`src/melody/melody.hex`:
```
// One pitch code per line in hex, address 0 first
// Addresses 0 to 27 are section 0, 28 to 47 are section 1
0c
0a
09
0a
0c
0c
0c
0a
0a
0a
0c
08
08
0c
0a
09
0a
0c
0c
0c
0c
0a
0a
0c
0a
09
0b
0c
06
06
04
04
03
03
04
05
05
06
06
07
07
06
04
04
05
05
06
07

```
`src/common/audio_pkg.sv`:
```
package audio_pkg;

	// One signed channel sample as used by the codec stream
	typedef logic signed [31:0] sample_t;

	// Left and right channel of one stereo frame
	typedef struct packed {
		sample_t left;
		sample_t right;
	} stereo_sample_t;

	localparam sample_t TONE_AMP = 32'sd10000000; // Square-wave amplitude
	localparam sample_t SILENCE = 32'sd0; // Offset while the tone is muted

	// Signed offset of the square wave for one phase
	function automatic sample_t tone_offset(logic enable, logic phase);
		sample_t offset;
		if (!enable) begin
			offset = SILENCE;
		end else if (phase) begin
			offset = TONE_AMP; // High half of the wave
		end else begin
			offset = -TONE_AMP; // Low half of the wave
		end
		return offset;
	endfunction

	// Same offset on both channels, wrapping at 32 bits
	function automatic stereo_sample_t add_offset(stereo_sample_t frame, sample_t offset);
		stereo_sample_t mixed;
		mixed.left = frame.left + offset;
		mixed.right = frame.right + offset;
		return mixed;
	endfunction

endpackage

```
`src/common/music_pkg.sv`:
```
package music_pkg;

	// Pitch code as stored in the note table
	typedef logic [7:0] note_t;

	// Address into the note table
	typedef logic [5:0] melody_addr_t;

	// Song section, each with its own tempo
	typedef logic section_t;

	// Beat limit in clock cycles
	typedef logic [31:0] beat_len_t;

	localparam int MELODY_DEPTH = 48; // Entries in the note table
	localparam melody_addr_t LAST_ADDR = melody_addr_t'(MELODY_DEPTH - 1);
	localparam melody_addr_t SECTION1_START = melody_addr_t'(28); // First note of song two

	localparam section_t SECTION_0 = 1'b0;
	localparam section_t SECTION_1 = 1'b1;

	localparam note_t NOTE_REST = 8'd0; // Value before the first table read

	localparam beat_len_t BEAT_80BPM = 32'd37593984; // Section 0 at 50 MHz
	localparam beat_len_t BEAT_150BPM = 32'd20000000; // Section 1 at 50 MHz

	// Pitch table, path seen from the project root
	localparam string MELODY_FILE = "/design/src/melody/melody.hex";

	// Section that a note address belongs to
	function automatic section_t section_of(melody_addr_t addr);
		section_t section;
		section = (addr >= SECTION1_START) ? SECTION_1 : SECTION_0;
		return section;
	endfunction

	// Beat limit of a section after the tempo divisor
	function automatic beat_len_t beat_limit(section_t section, int unsigned div);
		beat_len_t full_limit;
		if (section == SECTION_1) begin
			full_limit = BEAT_150BPM;
		end else begin
			full_limit = BEAT_80BPM;
		end
		return beat_len_t'(full_limit / div);
	endfunction

endpackage

```
`src/design/music_player.sv`:
```
`timescale 1ns/10ps

module music_player #(
	parameter int TEMPO_DIV = 1, // Divides both beat limits
	parameter int TONE_SHIFT = 11, // Note code position in the half-period
	parameter int TONE_LOW = 952 // Fixed low bits of the half-period
) (
	input logic CLOCK_50,
	input logic rst,
	input logic tone_enable,
	input logic in_available,
	input logic out_allowed,
	input audio_pkg::stereo_sample_t sample_in,
	output audio_pkg::stereo_sample_t sample_out,
	output logic transfer
);
	import music_pkg::*;

	melody_addr_t addr; // Current note address
	note_t note; // Pitch code of that address
	logic phase; // Square-wave level

	// Steps through the melody, one address per beat
	song_sequencer #(
		.TEMPO_DIV(TEMPO_DIV)
	) song_sequencer_i (
		.CLOCK_50(CLOCK_50),
		.rst(rst),
		.addr(addr)
	);

	// Address to pitch code, one cycle later
	melody_rom melody_rom_i (
		.CLOCK_50(CLOCK_50),
		.addr(addr),
		.note(note)
	);

	// Pitch code to square wave
	tone_oscillator #(
		.TONE_SHIFT(TONE_SHIFT),
		.TONE_LOW(TONE_LOW)
	) tone_oscillator_i (
		.CLOCK_50(CLOCK_50),
		.rst(rst),
		.note(note),
		.phase(phase)
	);

	// Square wave into the codec stream
	sample_mixer sample_mixer_i (
		.tone_enable(tone_enable),
		.phase(phase),
		.in_available(in_available),
		.out_allowed(out_allowed),
		.sample_in(sample_in),
		.sample_out(sample_out),
		.transfer(transfer)
	);

endmodule

```
`src/design/sample_mixer.sv`:
```
`timescale 1ns/10ps

module sample_mixer (
	input logic tone_enable,
	input logic phase,
	input logic in_available,
	input logic out_allowed,
	input audio_pkg::stereo_sample_t sample_in,
	output audio_pkg::stereo_sample_t sample_out,
	output logic transfer
);
	import audio_pkg::*;

	sample_t offset; // Signed tone level for this cycle

	// Zero while muted, otherwise plus or minus the amplitude
	assign offset = tone_offset(tone_enable, phase);

	// Tone rides on top of the incoming audio, same on both channels
	assign sample_out = add_offset(sample_in, offset);

	// Codec reads and writes together, only when both sides are ready
	assign transfer = in_available & out_allowed;

endmodule

```
`src/design/tone_oscillator.sv`:
```
`timescale 1ns/10ps

module tone_oscillator #(
	parameter int TONE_SHIFT = 11, // Note code position in the half-period
	parameter int TONE_LOW = 952 // Fixed low bits of the half-period
) (
	input logic CLOCK_50,
	input logic rst,
	input music_pkg::note_t note,
	output logic phase
);
	import music_pkg::*;

	// Half-period holds the note code above TONE_SHIFT fixed bits
	localparam int HALF_W = $bits(note_t) + TONE_SHIFT;

	typedef logic [HALF_W-1:0] half_t;

	localparam half_t LOW_MASK = (half_t'(1) << TONE_SHIFT) - half_t'(1);
	localparam half_t LOW_BITS = half_t'(TONE_LOW) & LOW_MASK;

	half_t half_period; // Cycles per half wave, minus one
	half_t half_cnt; // Cycles into the current half wave
	logic phase_q; // Square-wave level
	logic half_end; // Last cycle of the half wave

	// Higher code gives a longer period, so a lower pitch
	assign half_period = (half_t'(note) << TONE_SHIFT) | LOW_BITS;

	assign half_end = (half_cnt == half_period);

	// A new note is picked up at the next compare
	always_ff @(posedge CLOCK_50) begin
		if (rst) begin
			half_cnt <= '0;
			phase_q <= 1'b0;
		end else if (half_end) begin
			half_cnt <= '0;
			phase_q <= ~phase_q; // Flip the wave
		end else begin
			half_cnt <= half_cnt + 1'b1;
		end
	end

	assign phase = phase_q;

endmodule

```
`src/melody/melody_rom.sv`:
```
`timescale 1ns/10ps

module melody_rom (
	input logic CLOCK_50,
	input music_pkg::melody_addr_t addr,
	output music_pkg::note_t note
);
	import music_pkg::*;

	// Pitch codes of both songs, section 0 first
	note_t mem [MELODY_DEPTH];

	note_t note_q = NOTE_REST; // Reads as a rest until the first clock

	initial begin
		$readmemh(MELODY_FILE, mem);
	end

	// Registered read, maps to block RAM
	always_ff @(posedge CLOCK_50) begin
		note_q <= mem[addr];
	end

	assign note = note_q;

endmodule

```
`src/melody/song_sequencer.sv`:
```
`timescale 1ns/10ps

module song_sequencer #(
	parameter int TEMPO_DIV = 1 // Divides both beat limits
) (
	input logic CLOCK_50,
	input logic rst,
	output music_pkg::melody_addr_t addr
);
	import music_pkg::*;

	// Beat limits of both sections, fixed at elaboration
	localparam beat_len_t LIMIT_S0 = beat_limit(SECTION_0, TEMPO_DIV);
	localparam beat_len_t LIMIT_S1 = beat_limit(SECTION_1, TEMPO_DIV);

	melody_addr_t addr_q; // Note being played
	melody_addr_t next_addr; // Note of the next beat
	beat_len_t beat_cnt; // Cycles into the current beat
	beat_len_t cur_limit; // Limit of the current section
	section_t section; // Section of the current note
	logic beat_end; // Last cycle of the beat

	// The tempo follows the section of the note being played,
	// so the switch to 150 bpm happens with the first note of song two
	always_comb begin
		section = section_of(addr_q);
		if (section == SECTION_1) begin
			cur_limit = LIMIT_S1;
		end else begin
			cur_limit = LIMIT_S0;
		end
	end

	assign beat_end = (beat_cnt == cur_limit); // Beat lasts cur_limit+1 cycles

	// Back to the start after the last beat of the last note
	always_comb begin
		if (addr_q == LAST_ADDR) begin
			next_addr = '0;
		end else begin
			next_addr = addr_q + 1'b1;
		end
	end

	always_ff @(posedge CLOCK_50) begin
		if (rst) begin
			beat_cnt <= '0;
			addr_q <= '0;
		end else if (beat_end) begin
			beat_cnt <= '0; // Start of a new beat
			addr_q <= next_addr;
		end else begin
			beat_cnt <= beat_cnt + 1'b1;
		end
	end

	assign addr = addr_q;

endmodule

```
`config.mk`:
```
export PLATFORM = sky130hd
export DESIGN_NAME = music_player
export DESIGN_NICKNAME = d
export VERILOG_FILES = /design/src/common/audio_pkg.sv /design/src/common/music_pkg.sv /design/src/design/music_player.sv /design/src/design/sample_mixer.sv /design/src/design/tone_oscillator.sv /design/src/melody/melody_rom.sv /design/src/melody/song_sequencer.sv
export SDC_FILE = /design/constraint.sdc
export NUM_CORES = 1
export LEC_CHECK = 0
export ABC_AREA = 0
export BUFFER_PORTS_ARGS = -buffer_cell sky130_fd_sc_hd__buf_2
export CAP_MARGIN = 20
export CORE_AREA = 2 2 131 108
export CTS_CLUSTER_SIZE = 8
export DETAILED_ROUTE_END_ITERATION = 8
export DIE_AREA = 0 0 133 110
export MAX_ROUTING_LAYER = met4
export SLEW_MARGIN = 25
export SYNTH_ARGS = -nofsm -noshare
export SYNTH_HDL_FRONTEND = slang
export SYNTH_SLANG_ARGS = --single-unit
```
`constraint.sdc`:
```
create_clock -name CLOCK_50 -period 12.4 [get_ports CLOCK_50]
set_clock_uncertainty 0.2 [all_clocks]
set_input_delay 2.48 -clock CLOCK_50 [delete_from_list [all_inputs] [get_ports CLOCK_50]]
set_output_delay 2.48 -clock CLOCK_50 [all_outputs]
set_load 0.005 [all_outputs]
```
==> summary.md, run 1 <==
| Metric | Value |
|---|---|
| Via-per-instance ratio | 5.83 |
| Placed Area | 4940 sq um |
| Non-filler cells, final | 914 |
| Flop pwr share | 16.3% |
| Core ar. | 13300 sq um |
| ANT cells | 0 |
| Share of layout cells above drive strength 1 | 18.4% |
| First-pass GRT wire length | 23600 um |
| Initial core utilization | 34.4% |
| DRC Markers | 0 |
| Static Leak | 1.77 nW |
| Yosys top cell area share | 12.5% |
| Post-CTS Hold Fix Bufs | 0 |
| Worst Setup End Kind | output port |
| Most frequent CP cell | buf_2 |
| Net switching share of the total power | 42.0% |
| Core Rows | 38 |
| Gate Count Post-Synth | 704 |
| Syn nets | 779 |
| Nets | 811 |
| Die width | 133 um |
| Final design utilization | 37.8% |
| Internal power | 0.144 mW |
| Worst-margin pin slew | 928 ps |
| Worst EP arrival | 5930 ps |
| Initial drt markers | 679 |
| Postcts setup bufs | 0 |
| CP max stage delay | 700 ps |
| DR WL/cell | 16.0 um |
| Startpoint Class | primary input |
| Total Routed Length | 14600 um |
| CP Cell Sequence | buf_2, buf_4, inv_1, a2111oi_1, o32ai_1, o21ai_1, nand3_1, o221ai_1, xor2_1, buf_2 |
| Main synth FF type | dfxtp_1 |
| Vias | 5331 |
| DIE AREA | 14600 sq um |
| Final instance area | 5010 sq um |
| Maximum VDD drop | 76.5 uV |
| Worst Hold Margin | 256 ps |
| Cell area after synthesis | 4560 sq um |
| Setup ws final | 3790 ps |
| I/O Buffers | 105 |
| Fin crit period | 8610 ps |
| Post-synthesis cell type count | 81 |
| Yosys warnings | 0 |
| Seq cells post-synth | 12 |
| TNS Setup | 0 ps |
| Initial antenna violation count | 0 |
| # setup viols final | 0 |
| Unrepaired setup endpoints after global routing | no |
| Logic gate share of total power | 60.7% |
| Post-DP HPWL | 10800 um |
| Gr ovfl total | 0 |
| Largest net degree at the start of global routing | 61 |
| Power after layout | 0.248 mW |
| Ys async rst share | 0% |
| Hold Path Class | register to register |
| Boundary Pins | 134 |
| Root buffer cell | clkbuf_16 |
| CTS clk-pin slew, worst paths | 40 ps |
| CTS tree | done |
| Mean Syn Cell Area | 6.47 sq um |
| Crit share post-route | 69.4% |
| Rel. slew slack | 38.1% |
| CP required | 9720 ps |
| Pwr Density | 49.4 nW/um^2 |
| CP max stage cell | buf_2 |
| Clock sinks | 12 |
| Area grow syn2layout | 10.0% |
| CP top delay family | buffers and inverters |
| First-pass DRT Iterations | 5 |
| Path type of the worst setup path | primary input to output port |
| Pre-CTS WS | 3810 ps |
| WP buf/inv | 4 |
| Max Buffers Root-to-Sink | 2 |
| Fmax | 116 MHz |
| Seq/Total Area, Yosys | 5.27% |
| Total GRT Usage | 19.7% |
| Chip height | 110 um |
| Vias in the first global route | 4545 |
| Ranking of synthesized cells by area | xnor2_1 (12%), nand2_1 (5.5%), nor2_1 (5.4%), dfxtp_1 (5.3%), a21oi_1 (4.0%) |
| Clk_lat worst skew | 240 ps |
| Clock power frac | 23.0% |
| Fillers | 1482 |
| Post-synth EDFFs | 0 |
| Status | finished clean |
| Pins over their slew limit | 0 |
| Synth area leader | xnor2_1 |
| CP Max Fanout | 53 |
| MaxCap Viol Count | 0 |
| H-Tree Depth | 1 |
| Number of CTS-inserted buffers | 3 |
| Post-route ant nets | 0 |
| Psw | 0.104 mW |
| Cell count after placement | 911 |
| GPL Wtd Cong | 0.850 |
| # resized after CTS | 0 |
| Fin. Hold Viols | 0 |
cell type report:
type | instances | area, sq um | share of cell area, %
Multi-Input combinational cell | 594 | 3860 | 76.9
Timing Repair Buffer | 109 | 556 | 11.1
Tap cell | 180 | 225 | 4.49
Sequential cell | 12 | 241 | 4.82
Clock buffer | 3 | 75.1 | 1.50
Inverter | 16 | 60.1 | 1.20
sequential cells by signal, indices dropped and copies added (netlist names):
name,flops
tone_oscillator_i.phase,1
tone_oscillator_i.half_cnt,11
cells by family (layout without fill, tap and decap cells):
group	Yosys count	after routing	share of synthesized area [%]
XOR/XNOR	80	80	15.4
AO/OA/AOI/OAI	217	217	34.1
adder cells (fa/ha/maj)	6	6	1.65
multiplexers	2	2	0.439
buffers and inverters	98	128	10.2
flip-flops	12	12	5.27
AND/OR/NAND/NOR	289	289	33.0
power by group through the flow:
stage	registers (mW)	logic [mW]	clock network (mW)
floorplan	0.0409	0.103	0
global placement	0.0410	0.149	0
detailed placement	0.0411	0.150	0
CTS	0.0404	0.150	0.0584
global route	0.0405	0.167	0.0606
finish	0.0404	0.150	0.0570
routing by layer:
| metal | part of all wire (%) | global-route usage [%] | wire length (um) |
|---|---|---|---|
| met3 | 5.5 | 1.65 | 806 |
| met4 | 0.54 | 1.84 | 79 |
| met5 | 0 | - | 0 |
| met2 | 44 | 30.4 | 6420 |
| met1 | 50 | 29.0 | 7280 |
cell usage after synthesis (all sizes together) (5+ instances only):
master and n:
o221ai 6, or3 9, xnor2 65, xor2 15, nand3 30, and3 7, clkbuf 41, and2 6
o21ai 39, or4b 6, or4 5, a21oi 36, nand2 68, nand2b 13, o22ai 22, o2bb2ai 5
nor4 10, nor2 67, o32ai 9, o211ai 11, a22oi 10, o2111ai 5, o31a 5, nor3 23
dfxtp 12, nor2b 7, inv 16, a211oi 12, nand3b 7, ha 6, a21o 8, buf 41
a31oi 13, nand4 9, o21a 6
cells in the final DEF (no fill, tap or decap), types with 4 or more instances in the layout:
master and count:
buf_2 105, nand2_1 67, nor2_1 66, xnor2_1 65
o21ai_0 36, a21oi_1 36, nand3_1 30, nor3_1 23
o22ai_1 22, inv_1 16, xor2_1 15, nand2b_1 13
a31oi_1 13, o211ai_1 11, dfxtp_1 11, a22oi_1 10
nor4_1 10, or3_1 9, a211oi_1 9, nand4_1 9
a21o_1 8, nand3b_1 7, and3_1 7, nor2b_1 6
o221ai_1 6, o32ai_1 6, o21a_1 6, ha_1 6
and2_1 5, o2bb2ai_1 5, o2111ai_1 5, or4b_1 5
o31a_1 5, or4_1 4, a32oi_1 4, buf_4 4
worst register-to-register path: stages (launching register included):
cell and delay [ps]:
dfxtp_1 380, and3_1 240, nand4_1 130, nor4_1 380, or2_2 310, nor2_1 80
final timing paths:
kind | start | to | slack, ps | cells past startpoint
worst max register to register | tone_oscillator_i.half_cnt[3]$_SDFF_PP0_ | tone_oscillator_i.half_cnt[2]$_SDFF_PP0_ | 10560 | 5
worst min register to register | tone_oscillator_i.half_cnt[0]$_SDFF_PP0_ | tone_oscillator_i.half_cnt[0]$_SDFF_PP0_ | 260 | 1
worst min-delay path | tone_oscillator_i.half_cnt[0]$_SDFF_PP0_ | tone_oscillator_i.half_cnt[0]$_SDFF_PP0_ | 260 | 1
worst max-delay path | tone_enable | sample_out[63] | 3790 | 10
(Power assumes the default switching activity.)
==> run 2: changes to the inputs <==
clock period = 7.7 ns   (was 12.4 ns; I/O delays follow)
==> run 2 against run 1 <==
  * Combinational power grew 63%
  * Sequential power grew 61%
  * Setup slack lost 2300 ps
==> summary.md, run 2 (synthesis results as in run 1) <==
| Metric | Value |
|---|---|
| Nets | 815 (+0.49%) |
| Core ar. | 13300 sq um (unchanged) |
| Clk_lat worst skew | 240 ps (about the same) |
| Worst EP arrival | 4440 ps (-1490 ps) |
| Worst Hold Margin | 252 ps (-4.19 ps) |
| Worst R2R End | tone_oscillator_i.half_cnt[10]$_SDFF_PP0_ |
| Pins over their slew limit | 0 (unchanged) |
| First-pass DRT Iterations | 5 (unchanged) |
| Most common cell after layout, fill and taps aside | buf_2 |
| Hold Crit Endpoint | tone_oscillator_i.half_cnt[0]$_SDFF_PP0_ |
| CP max stage cell | o221ai_1 |
| Max Buffers Root-to-Sink | 2 (unchanged) |
| Largest net degree at the start of global routing | 54 (-11%) |
| Total Routed Length | 14900 um (+2.0%) |
| CP max stage delay | 460 ps (-240 ps) |
| Initial drt markers | 605 (-11%) |
| Total GRT Usage | 20.2% (+0.47 points) |
| Die width | 133 um (unchanged) |
| Area grow syn2layout | 11.0% |
| DR WL/cell | 16.2 um (+1.5%) |
| WP buf/inv | 4 (unchanged) |
| Worst Setup End Kind | output port |
| Fin crit period | 6180 ps |
| MaxCap Viol Count | 0 (unchanged) |
| Status | finished clean |
| CTS tree | done |
| Number of CTS-inserted buffers | 3 (unchanged) |
| I/O Buffers | 105 (unchanged) |
| Crit share post-route | 80.3% |
| Commonest cells after routing, fill and taps aside | buf_2 (105), nand2_1 (67), nor2_1 (66), xnor2_1 (65) |
| CP Cell Sequence | buf_2, buf_4, ha_1, ha_1, inv_1, o221ai_1, o2111ai_1, o211ai_1, nor2_1, o21ai_0, xnor2_1, buf_2 |
| Hold path depth | 1 (unchanged) |
| Post-CTS Hold Fix Bufs | 0 (unchanged) |
| Max reg flops | 11 (unchanged) |
| Startpoint Class | primary input |
| Clock sinks | 12 (unchanged) |
| GPL Wtd Cong | 0.884 (+4.0%) |
| Gr ovfl total | 0 (unchanged) |
| Rel. slew slack | 46.0% (+7.9 points) |
| CTS clk-pin slew, worst paths | 40 ps (about the same) |
| Path type of the worst setup path | primary input to output port |
| CP Launch Point | tone_enable |
| Vias in the first global route | 4659 (+2.5%) |
| Fmax | 162 MHz |
| CP required | 5960 ps (-3760 ps) |
| # resized after CTS | 0 (unchanged) |
| Chip height | 110 um (unchanged) |
| Static Leak | 1.80 nW (+1.5%) |
| Unrepaired setup endpoints after global routing | no |
| Initial antenna violation count | 0 (unchanged) |
| # setup viols final | 0 (unchanged) |
| Initial core utilization | 34.4% (unchanged) |
| TNS Setup | 0 ps (unchanged) |
| Cell count after placement | 915 (+0.44%) |
| ANT cells | 0 (unchanged) |
| Non-filler cells, final | 919 (+0.55%) |
| Via-per-instance ratio | 5.89 (+1.0%) |
| DIE AREA | 14600 sq um (unchanged) |
| R2R Setup Slk | 5780 ps (-4780 ps) |
| CP Max Fanout | 53 (unchanged) |
| Hold Path Class | register to register |
| Core Rows | 38 (unchanged) |
| Maximum VDD drop | 147 uV (+92%) |
| Pwr Density | 82.0 nW/um^2 (+66%) |
| Share of layout cells above drive strength 1 | 18.9% (+0.55 points) |
| First-pass GRT wire length | 24200 um (+2.5%) |
| Vias | 5414 (+1.6%) |
| Launching point of the worst reg2reg path | tone_oscillator_i.half_cnt[3]$_SDFF_PP0_ |
| R2R depth | 5 (unchanged) |
| Top reg by flops | tone_oscillator_i.half_cnt |
| Boundary Pins | 134 (unchanged) |
| Postcts setup bufs | 0 (unchanged) |
| Root buffer cell | clkbuf_16 |
| H-Tree Depth | 1 (unchanged) |
| Post-DP HPWL | 11000 um (+2.5%) |
| CP top delay family | compound AO/OA/AOI/OAI gates |
| Fin. Hold Viols | 0 (unchanged) |
| Worst-margin pin slew | 810 ps (-118 ps) |
| Post-route ant nets | 0 (unchanged) |
| DRC Markers | 0 (unchanged) |
| Worst min-delay path startpoint | tone_oscillator_i.half_cnt[0]$_SDFF_PP0_ |
[run 2: cell types whose count changed in the layout (fill, tap and decap cells not counted)]
cell,previous run,this run
buf_4,4,8
clkbuf_8,0,1
[run 2: worst max path at each step]
stage | to | slack, ps | depth (start not counted)
floorplan | sample_out[61] | 1940 | 13
global placement | sample_out[61] | 1590 | 12
detailed placement | sample_out[30] | 1550 | 10
CTS | sample_out[30] | 1550 | 10
global route | sample_out[61] | 1320 | 10
finish | sample_out[57] | 1520 | 12
[run 2: area by class of cell]
| type | instances | area [sq um] |
|---|---|---|
| Fill cell | 1477 | 8210 |
| Multi-Input combinational cell | 594 | 3860 |
| Clock buffer | 4 | 88.8 |
| Sequential cell | 12 | 241 |
| Tap cell | 180 | 225 |
| Inverter | 16 | 60.1 |
| Timing Repair Buffer | 113 | 586 |
[run 2: layer usage]
| layer | share of wire [%] | track usage [%] |
|---|---|---|
| met1 | 48 | 29.2 |
| met5 | 0 | - |
| met3 | 6.2 | 1.65 |
| met2 | 45 | 31.7 |
| met4 | 0.46 | 2.00 |
[run 2: per-stage QoR]
step                      area (sq um)  setup slack [ps]  util, %  power (mW)
final                             5060              1520     38.1       0.415
after global routing              5060              1320     38.1       0.445
after CTS                         5060              1550     38.1       0.417
after detailed placement          4970              1550     37.5       0.310
after global placement            4970              1590     37.5       0.309
after floorplan                   4560              1940        -       0.231
[run 2: power by group]
part	total, mW	internal, mW	leakage, nW	switching [mW]
registers	0.0650	0.0637	0.0978	0.00130
clock network	0.105	0.0783	0.0442	0.0265
logic	0.245	0.101	1.65	0.144
==> run 3: changes to the inputs <==
clock period = 5.69 ns   (was 7.7 ns; I/O delays follow)
==> run 3 against run 2 <==
  * Critical path depth decreased by 1
  * First-iteration DRC count increased by 3.0%
  * Sequential cell count unchanged
  * Routed wire length decreased by 0.93%
  * Design area increased by 0.77%
  * Largest power group unchanged
  * Sequential share of layout area about the same
  * Core utilization grew 0.29 points
  * Sequential power is 35% higher
  * Hold slack improved by 4.1 ps
  * Register-to-register slack worse by 1900 ps
  * Global-route usage shrank 0.36 points
  * Highest routed layer unchanged
==> summary.md, run 3 (synthesis results as in run 1) <==
| Metric | Value |
|---|---|
| Most common cell after layout, fill and taps aside | buf_2 |
| R2R depth | 5 (unchanged) |
| Total Routed Length | 14700 um (-0.93%) |
| Chip height | 110 um (unchanged) |
| Initial antenna violation count | 0 (unchanged) |
| Pre-CTS WS | 674 ps (-876 ps) |
| Worst-margin pin slew | 570 ps (-240 ps) |
| Max Buffers Root-to-Sink | 2 (unchanged) |
| DRC Markers | 0 (unchanged) |
| Worst Hold Margin | 256 ps (+4.06 ps) |
| Largest net degree at the start of global routing | 40 (-26%) |
| Share of layout cells above drive strength 1 | 19.6% (+0.65 points) |
| Flop pwr share | 16.2% (+0.5 points) |
| Psw | 0.227 mW (+32%) |
| Post-route ant nets | 0 (unchanged) |
| Non-filler cells, final | 925 (+0.65%) |
| Net switching share of the total power | 41.8% (+0.48 points) |
| Vias | 5378 (-0.66%) |
| H-Tree Depth | 1 (unchanged) |
| Fillers | 1427 (-3.4%) |
| CTS tree | done |
| Post-CTS Hold Fix Bufs | 0 (unchanged) |
| Area grow syn2layout | 11.8% |
| CP required | 4350 ps (-1610 ps) |
| DIE AREA | 14600 sq um (unchanged) |
| Commonest cells after routing, fill and taps aside | buf_2 (105), nand2_1 (67), nor2_1 (66), xnor2_1 (65) |
| Top reg by flops | tone_oscillator_i.half_cnt |
| Static Leak | 1.82 nW (+1.4%) |
| Clock sinks | 12 (unchanged) |
| Rel. slew slack | 61.8% (+16 points) |
| ANT cells | 0 (unchanged) |
| Boundary Pins | 134 (unchanged) |
| Gr ovfl total | 0 (unchanged) |
| Worst EP arrival | 3700 ps (-740 ps) |
| Die width | 133 um (unchanged) |
| Fin crit period | 5030 ps |
| Vias in the first global route | 4578 (-1.7%) |
| FF/Latch Area | 241 sq um (unchanged) |
| Hold Path Class | register to register |
| GR met3 Demand/Resource | 1.23% (-0.41 points) |
| R2R Setup Slk | 3850 ps (-1930 ps) |
| Cell count after placement | 922 (+0.77%) |
| Pwr Density | 107 nW/um^2 (+30%) |
| Crit share post-route | 88.5% |
| Total GRT Usage | 19.8% (-0.36 points) |
| Fmax | 199 MHz |
| Initial core utilization | 34.4% (unchanged) |
| CP Cell Sequence | buf_2, buf_4, ha_1, o211ai_1, o211ai_1, o311ai_2, a211oi_1, nor3_1, a211o_1, xor2_1, buf_2 |
| Fin. Hold Viols | 0 (unchanged) |
| Power after layout | 0.543 mW (+31%) |
| Worst Setup End Kind | output port |
| WP buf/inv | 3 (-1) |
| Postcts setup bufs | 0 (unchanged) |
| TNS Setup | 0 ps (unchanged) |
| # setup viols final | 0 (unchanged) |
| Root buffer cell | clkbuf_16 |
| Core ar. | 13300 sq um (unchanged) |
| Nets | 822 (+0.86%) |
| Maximum VDD drop | 146 uV (-0.88%) |
| Path type of the worst setup path | primary input to output port |
| Via-per-instance ratio | 5.81 (-1.3%) |
| Pins over their slew limit | 0 (unchanged) |
| Initial drt markers | 623 (+3.0%) |
| Number of CTS-inserted buffers | 3 (unchanged) |
| Met1 usage | 28.9% (-0.30 points) |
| CP max stage delay | 480 ps (+20 ps) |
| Area occupied by multi-input gates | 3860 sq um (unchanged) |
| Unrepaired setup endpoints after global routing | no |
| First-pass DRT Iterations | 5 (unchanged) |
| First-pass GRT wire length | 23600 um (-2.1%) |
| CTS clk-pin slew, worst paths | 40 ps (about the same) |
| CP max stage cell | o311ai_2 |
| Post-DP HPWL | 11200 um (+1.4%) |
| MaxCap Viol Count | 0 (unchanged) |
| Startpoint Class | primary input |
| GPL Wtd Cong | 0.924 (+4.6%) |
| Launching point of the worst reg2reg path | tone_oscillator_i.half_cnt[3]$_SDFF_PP0_ |
| Core Rows | 38 (unchanged) |
| Clock power frac | 22.7% (-2.6 points) |
| Max reg flops | 11 (unchanged) |
| # resized after CTS | 0 (unchanged) |
| Critical Path Stages | 11 (-1) |
| DR WL/cell | 15.9 um (-1.6%) |
| CP Launch Point | tone_enable |
| CP Max Fanout | 18 (-66%) |
| Logic gate share of total power | 61.1% (+2.1 points) |
| GR peak layer | met2 |
| Clk_lat worst skew | 230 ps (about the same) |
| Met2 Track Usage GR | 30.8% (-0.89 points) |
| Worst R2R End | tone_oscillator_i.half_cnt[7]$_SDFF_PP0_ |
| Setup ws final | 656 ps (-862 ps) |
| I/O Buffers | 105 (unchanged) |
| CP endpoint | sample_out[26] |
| CP top delay family | compound AO/OA/AOI/OAI gates |
| Status | finished clean |
| Internal power | 0.316 mW (+30%) |
run 3: layer usage:
layer	vias to the layer above	part of all wire (%)
li1	2680	-
met1	2466	48
met3	13	6.4
met2	219	44
met5	-	0
met4	0	0.89
run 3: how the worst min path moves through the flow:
stage	to	cells past startpoint	startpoint	slack (ps)
2_1_floorplan	tone_oscillator_i.half_cnt[0]$_SDFF_PP0_	1	tone_oscillator_i.half_cnt[0]$_SDFF_PP0_	230
3_3_place_gp	tone_oscillator_i.half_cnt[0]$_SDFF_PP0_	1	tone_oscillator_i.half_cnt[0]$_SDFF_PP0_	240
3_5_place_dp	tone_oscillator_i.half_cnt[0]$_SDFF_PP0_	1	tone_oscillator_i.half_cnt[0]$_SDFF_PP0_	250
4_1_cts	tone_oscillator_i.half_cnt[0]$_SDFF_PP0_	1	tone_oscillator_i.half_cnt[0]$_SDFF_PP0_	260
5_1_grt	tone_oscillator_i.half_cnt[0]$_SDFF_PP0_	1	tone_oscillator_i.half_cnt[0]$_SDFF_PP0_	280
6_report	tone_oscillator_i.half_cnt[0]$_SDFF_PP0_	1	tone_oscillator_i.half_cnt[0]$_SDFF_PP0_	260
run 3: cell type report:
type                            instances  share of cell area, %
Clock buffer                            3                   1.47
Inverter                               16                   1.18
Multi-Input combinational cell        594                   75.7
Sequential cell                        12                   4.74
Tap cell                              180                   4.42
Timing Repair Buffer                  120                   12.5
run 3: power by group through the flow:
| stage | registers, mW | clock network, mW | logic (mW) |
|---|---|---|---|
| after floorplan | 0.0891 | 0 | 0.224 |
| after global placement | 0.0894 | 0 | 0.331 |
| after detailed placement | 0.0895 | 0 | 0.331 |
| after CTS | 0.0880 | 0.127 | 0.332 |
| after global routing | 0.0882 | 0.132 | 0.368 |
| final | 0.0880 | 0.123 | 0.332 |
run 3: metrics by stage:
stage / utilization, % / cell area (sq um)
detailed placement: 37.9 / 5020
CTS: 38.4 / 5100
global route: 38.4 / 5100
finish: 38.4 / 5100
global placement: 37.9 / 5020
floorplan: - / 4560
